## config.mk

```make
export PLATFORM = sky130hd
export DESIGN_NAME = dcache_req_decode
export DESIGN_NICKNAME = d
export VERILOG_FILES = /design/src/hw/dcache_pkg.sv /design/src/hw/dcache_req_decode.sv
export SDC_FILE = /design/constraint.sdc
export NUM_CORES = 1
export LEC_CHECK = 0
export ABC_CLOCK_PERIOD_IN_PS = 800
export BUFFER_PORTS_ARGS = -buffer_cell sky130_fd_sc_hd__buf_2
export CORE_MARGIN = 3
export CORE_UTILIZATION = 27
export DETAILED_ROUTE_END_ITERATION = 10
export GPL_ROUTABILITY_DRIVEN = 1
export PLACE_DENSITY = 0.9
export RECOVER_POWER = 50
export SLEW_MARGIN = 20
export SYNTH_ARGS = -nofsm -noshare
export SYNTH_HDL_FRONTEND = slang
export SYNTH_SLANG_ARGS = --single-unit
export TNS_END_PERCENT = 30
```

## constraint.sdc

```tcl
create_clock -name vclk -period 0.8
set_clock_uncertainty 0.15 [all_clocks]
set_input_delay 0.16 -clock vclk [all_inputs]
set_output_delay 0.16 -clock vclk [all_outputs]
set_load 0.01 [all_outputs]
```

## src/hw/dcache_pkg.sv

```systemverilog
package dcache_pkg;

  // core address and data widths
  localparam int ADDR_W = 32;
  localparam int WORD_W = 32;

  // 64 byte lines and 128 of them
  localparam int OFFSET_W       = 6;
  localparam int INDEX_W        = 7;
  localparam int TAG_W          = ADDR_W - INDEX_W - OFFSET_W;
  localparam int WORDS_PER_LINE = 16;

  // length code of a full line burst
  localparam logic [7:0] BURST_LEN = 8'd15;

  // access size codes in bytes
  localparam logic [3:0] SIZE_BYTE = 4'd1;
  localparam logic [3:0] SIZE_HALF = 4'd2;
  localparam logic [3:0] SIZE_WORD = 4'd4;

  // top nibble of the uncached region
  localparam logic [3:0] UNCACHED_TOP = 4'ha;

  typedef logic [TAG_W-1:0]   tag_t;
  typedef logic [INDEX_W-1:0] index_t;
  typedef logic [3:0]         beat_t;

  // one entry per line
  typedef struct packed {
    logic valid;
    logic dirty;
    tag_t tag;
  } tag_entry_t;

  typedef enum logic [2:0] {
    IDLE,
    WRITE_BACK,
    REFILL,
    UNC_READ,
    UNC_WRITE
  } ctrl_state_t;

endpackage
```

## src/hw/dcache_req_decode.sv

```systemverilog
module dcache_req_decode #(
  parameter int INDEX_W  = dcache_pkg::INDEX_W,
  parameter int OFFSET_W = dcache_pkg::OFFSET_W
) (
  input  logic [dcache_pkg::ADDR_W-1:0] mem_addr_i,
  input  logic [3:0]                    mem_mask_i,
  input  logic [3:0]                    mem_size_i,
  output dcache_pkg::tag_t              tag_o,
  output dcache_pkg::index_t            index_o,
  output logic [3:0]                    word_o,
  output logic                          uncached_o,
  output logic [31:0]                   wbits_o,
  output logic [3:0]                    lane_mask_o
);
  import dcache_pkg::*;

  // tag / index / word split
  // byte bits within the word are not needed here
  assign tag_o   = mem_addr_i[ADDR_W-1:INDEX_W+OFFSET_W];
  assign index_o = mem_addr_i[INDEX_W+OFFSET_W-1:OFFSET_W];
  assign word_o  = mem_addr_i[OFFSET_W-1:2];

  // io space bypasses the arrays
  assign uncached_o = mem_addr_i[ADDR_W-1 -: 4] == UNCACHED_TOP;

  // byte enables to bit mask for the merge
  always_comb begin
    for (int i = 0; i < 4; i++) begin
      wbits_o[i*8 +: 8] = {8{mem_mask_i[i]}};
    end
  end

  // lanes for single beat io writes
  always_comb begin
    case (mem_size_i)
      SIZE_BYTE: lane_mask_o = 4'b0001 << mem_addr_i[1:0];
      SIZE_HALF: lane_mask_o = mem_addr_i[1] ? 4'b1100 : 4'b0011;
      // word and anything unknown
      default:   lane_mask_o = 4'b1111;
    endcase
  end

endmodule

```

==> summary.md <==
| Metric | Value |
|---|---|
| Row cnt | 15 |
| Worst Tran Pin Value | 0.1787 ns |
| Seq cells | 0 |
| I/O Buffers | 19 |
| DP Wirelength | 525.2 um |
| Most common cell in the netlist | buf_4 |
| Initial Utilization | 0.3068 |
| Crit path time final | 1.034 ns |
| Layout area overhead | -48.78% |
| Synth Instances | 78 |
| Routability Congestion | 0.7849 |
| Crit path DAT | 0.72 ns |
| Height of the die | 51.72 um |
| Largest fanout on the critical path | 4 |
| Worst Setup End Kind | output pin |
| Seq/Total Area, Yosys | 0 |
| Antenna violations before repair | 0 |
| Max-capacitance violation count | 0 |
| Tot Pwr | 0.1273 mW |
| Syn nets | 118 |
| Io pins | 107 |
| Worst path max stage delay | 0.15 ns |
| Final wirelength | 657 um |
| # hold bufs at CTS | 0 |
| Share of layout cells above drive strength 1 | 0.7222 |
| Via density | 3.705 |
| Synth top cells by count | 62 x buf_4, 4 x o21ai_1, 2 x a21oi_1, 2 x nand2_1, 2 x nor2_1 |
| Crit path launch type | input pin |
| Post-Syn Area | 564.3 um^2 |
| Power Density | 440.5 mW/mm^2 |
| Max_slew headroom | 0.8807 |
| DR iter-0 viols | 1 |
| Worst path slowest cell | nand2b_4 |
| NumNets Final | 78 |
| DRC | 0 |
| CP Data Required Time | 0.49 ns |
| CP delay by family, top | buffers and inverters |
| Synth top area cells | buf_4 82%, o21ai_1 3.5%, nand2b_4 2.4% |
| Worst VDD drop | 0.00008364 V |
| Final Hold Violating Endpoints | 0 |
| Setup TNS | -1.076 ns |
| Area of the core | 0.001839 mm^2 |
| Post-route ant nets | 0 |
| Vias | 226 |
| Largest net degree at the start of global routing | 9 |
| Gr usage total | 0.04659 |
| Failing checks | setup timing |
| Yosys cell types | 11 |
| Path type of the worst min-delay path | input pin to output pin |
| Hold Path Depth | 0 |
| Avg Cell Area, Syn | 7.235 um^2 |
| Vias in the first global route | 250 |
| Die Footprint | 0.002674 mm^2 |
| Fill cell count | 227 |
| Hold path start | mem_addr_i[8] |
| Worst hold endpoint | index_o[2] |
| Slew Limit Fails | 0 |
| Status | finished, violations left |
| Cell Chain, Critical Path | buf_6, nand2b_4, o21ai_1, nand2_1, buf_2 |
| Synth top area share | 0.8248 |
| Grt ovf | 0 |
| Buffers & Inverters on Critical Path | 2 |
| RSZ-0062 raised after global routing | yes |
| Sequential cell area | 0 um^2 |
| FMAX | 967.2 MHz |
| First-pass GRT wire length | 1.028 mm |
| Die width | 51.72 um |
| Tcrit/Tclk final | 1.292 |
| WS Path Type | input pin to output pin |
| Post-synth top area cell | buf_4 |
| ANT cells | 0 |
| Pre-antenna DRT Iters | 2 |
| Leak | 0.1317 nW |
| Dpl ws | -0.2700 ns |
| Synth warn | 0 |
| Worst setup margin | -0.2339 ns |
| Wire length per cell | 10.77 um |
| Clock buffers | 0 |
| Final Setup Violations | 5 |
-- layout by cell type (no fill, tap or decap) --
master and count:
nand2_1 2, nor2_2 1, o21ai_1 4, nor3b_2 1, buf_6 5, nor4bb_4 1, a21oi_2 2, nor2b_1 1
buf_4 1, inv_1 1, buf_2 14, nand3b_1 1, nor2_1 1, nand2b_4 1
-- report_power, final --
part	leakage (nW)	switching, mW	internal, mW
Combinational	0.132	0.0551	0.0722
Clock	0	0	0
Sequential	0	0	0
Total	0.132	0.0551	0.0722
-- stage by stage --
stage               utilization  area [um^2]  hold WS [ns]  instances
global route             0.1571        289.0        0.1700         61
CTS                      0.1558        286.5        0.1701         61
detailed placement       0.1306        240.2        0.1701         60
finish                   0.1571        289.0        0.1700         61
floorplan                     -        579.3        0.1954         78
global placement         0.1306        240.2        0.1701         60
-- timing repair --
item / 4_1_cts / 5_1_grt
buffers inserted: 1 / 0
gates resized for setup: 11 / 1
pin swaps: 6 / 3
endpoints found under the setup margin: 5 / 5
-- layer usage --
metal	up-vias	track usage	part of all wire
met4	0	0.08734	0.099
met2	17	0.06356	0.43
met3	15	0.01719	0.22
li1	98	-	-
met1	96	0.03780	0.25
met5	-	0	0
-- cells by family (layout without fill, tap and decap cells) --
family / Yosys count / in the layout / synth area share
compound gates: 6 / 6 / 0.05322
buf+inv: 63 / 21 / 0.8315
simple gates: 9 / 9 / 0.1153
-- final cells by class --
type	count	area [um^2]	area share
Inverter	1	3.754	0.01299
Multi-Input combinational cell	15	120.1	0.4156
Tap cell	25	31.28	0.1082
Timing Repair Buffer	20	133.9	0.4632
-- worst max path at each step --
stage | end | startpoint | depth (start not counted) | slack, ns
after CTS | lane_mask_o[2] | mem_size_i[1] | 5 | -0.24
after floorplan | lane_mask_o[2] | mem_size_i[1] | 2 | -0.02
after global placement | lane_mask_o[2] | mem_size_i[0] | 4 | -0.25
after detailed placement | lane_mask_o[2] | mem_size_i[1] | 5 | -0.27
final | lane_mask_o[1] | mem_size_i[1] | 5 | -0.23
after global routing | lane_mask_o[1] | mem_size_i[1] | 5 | -0.29
No activity file was read; power rests on OpenSTA's default activity.
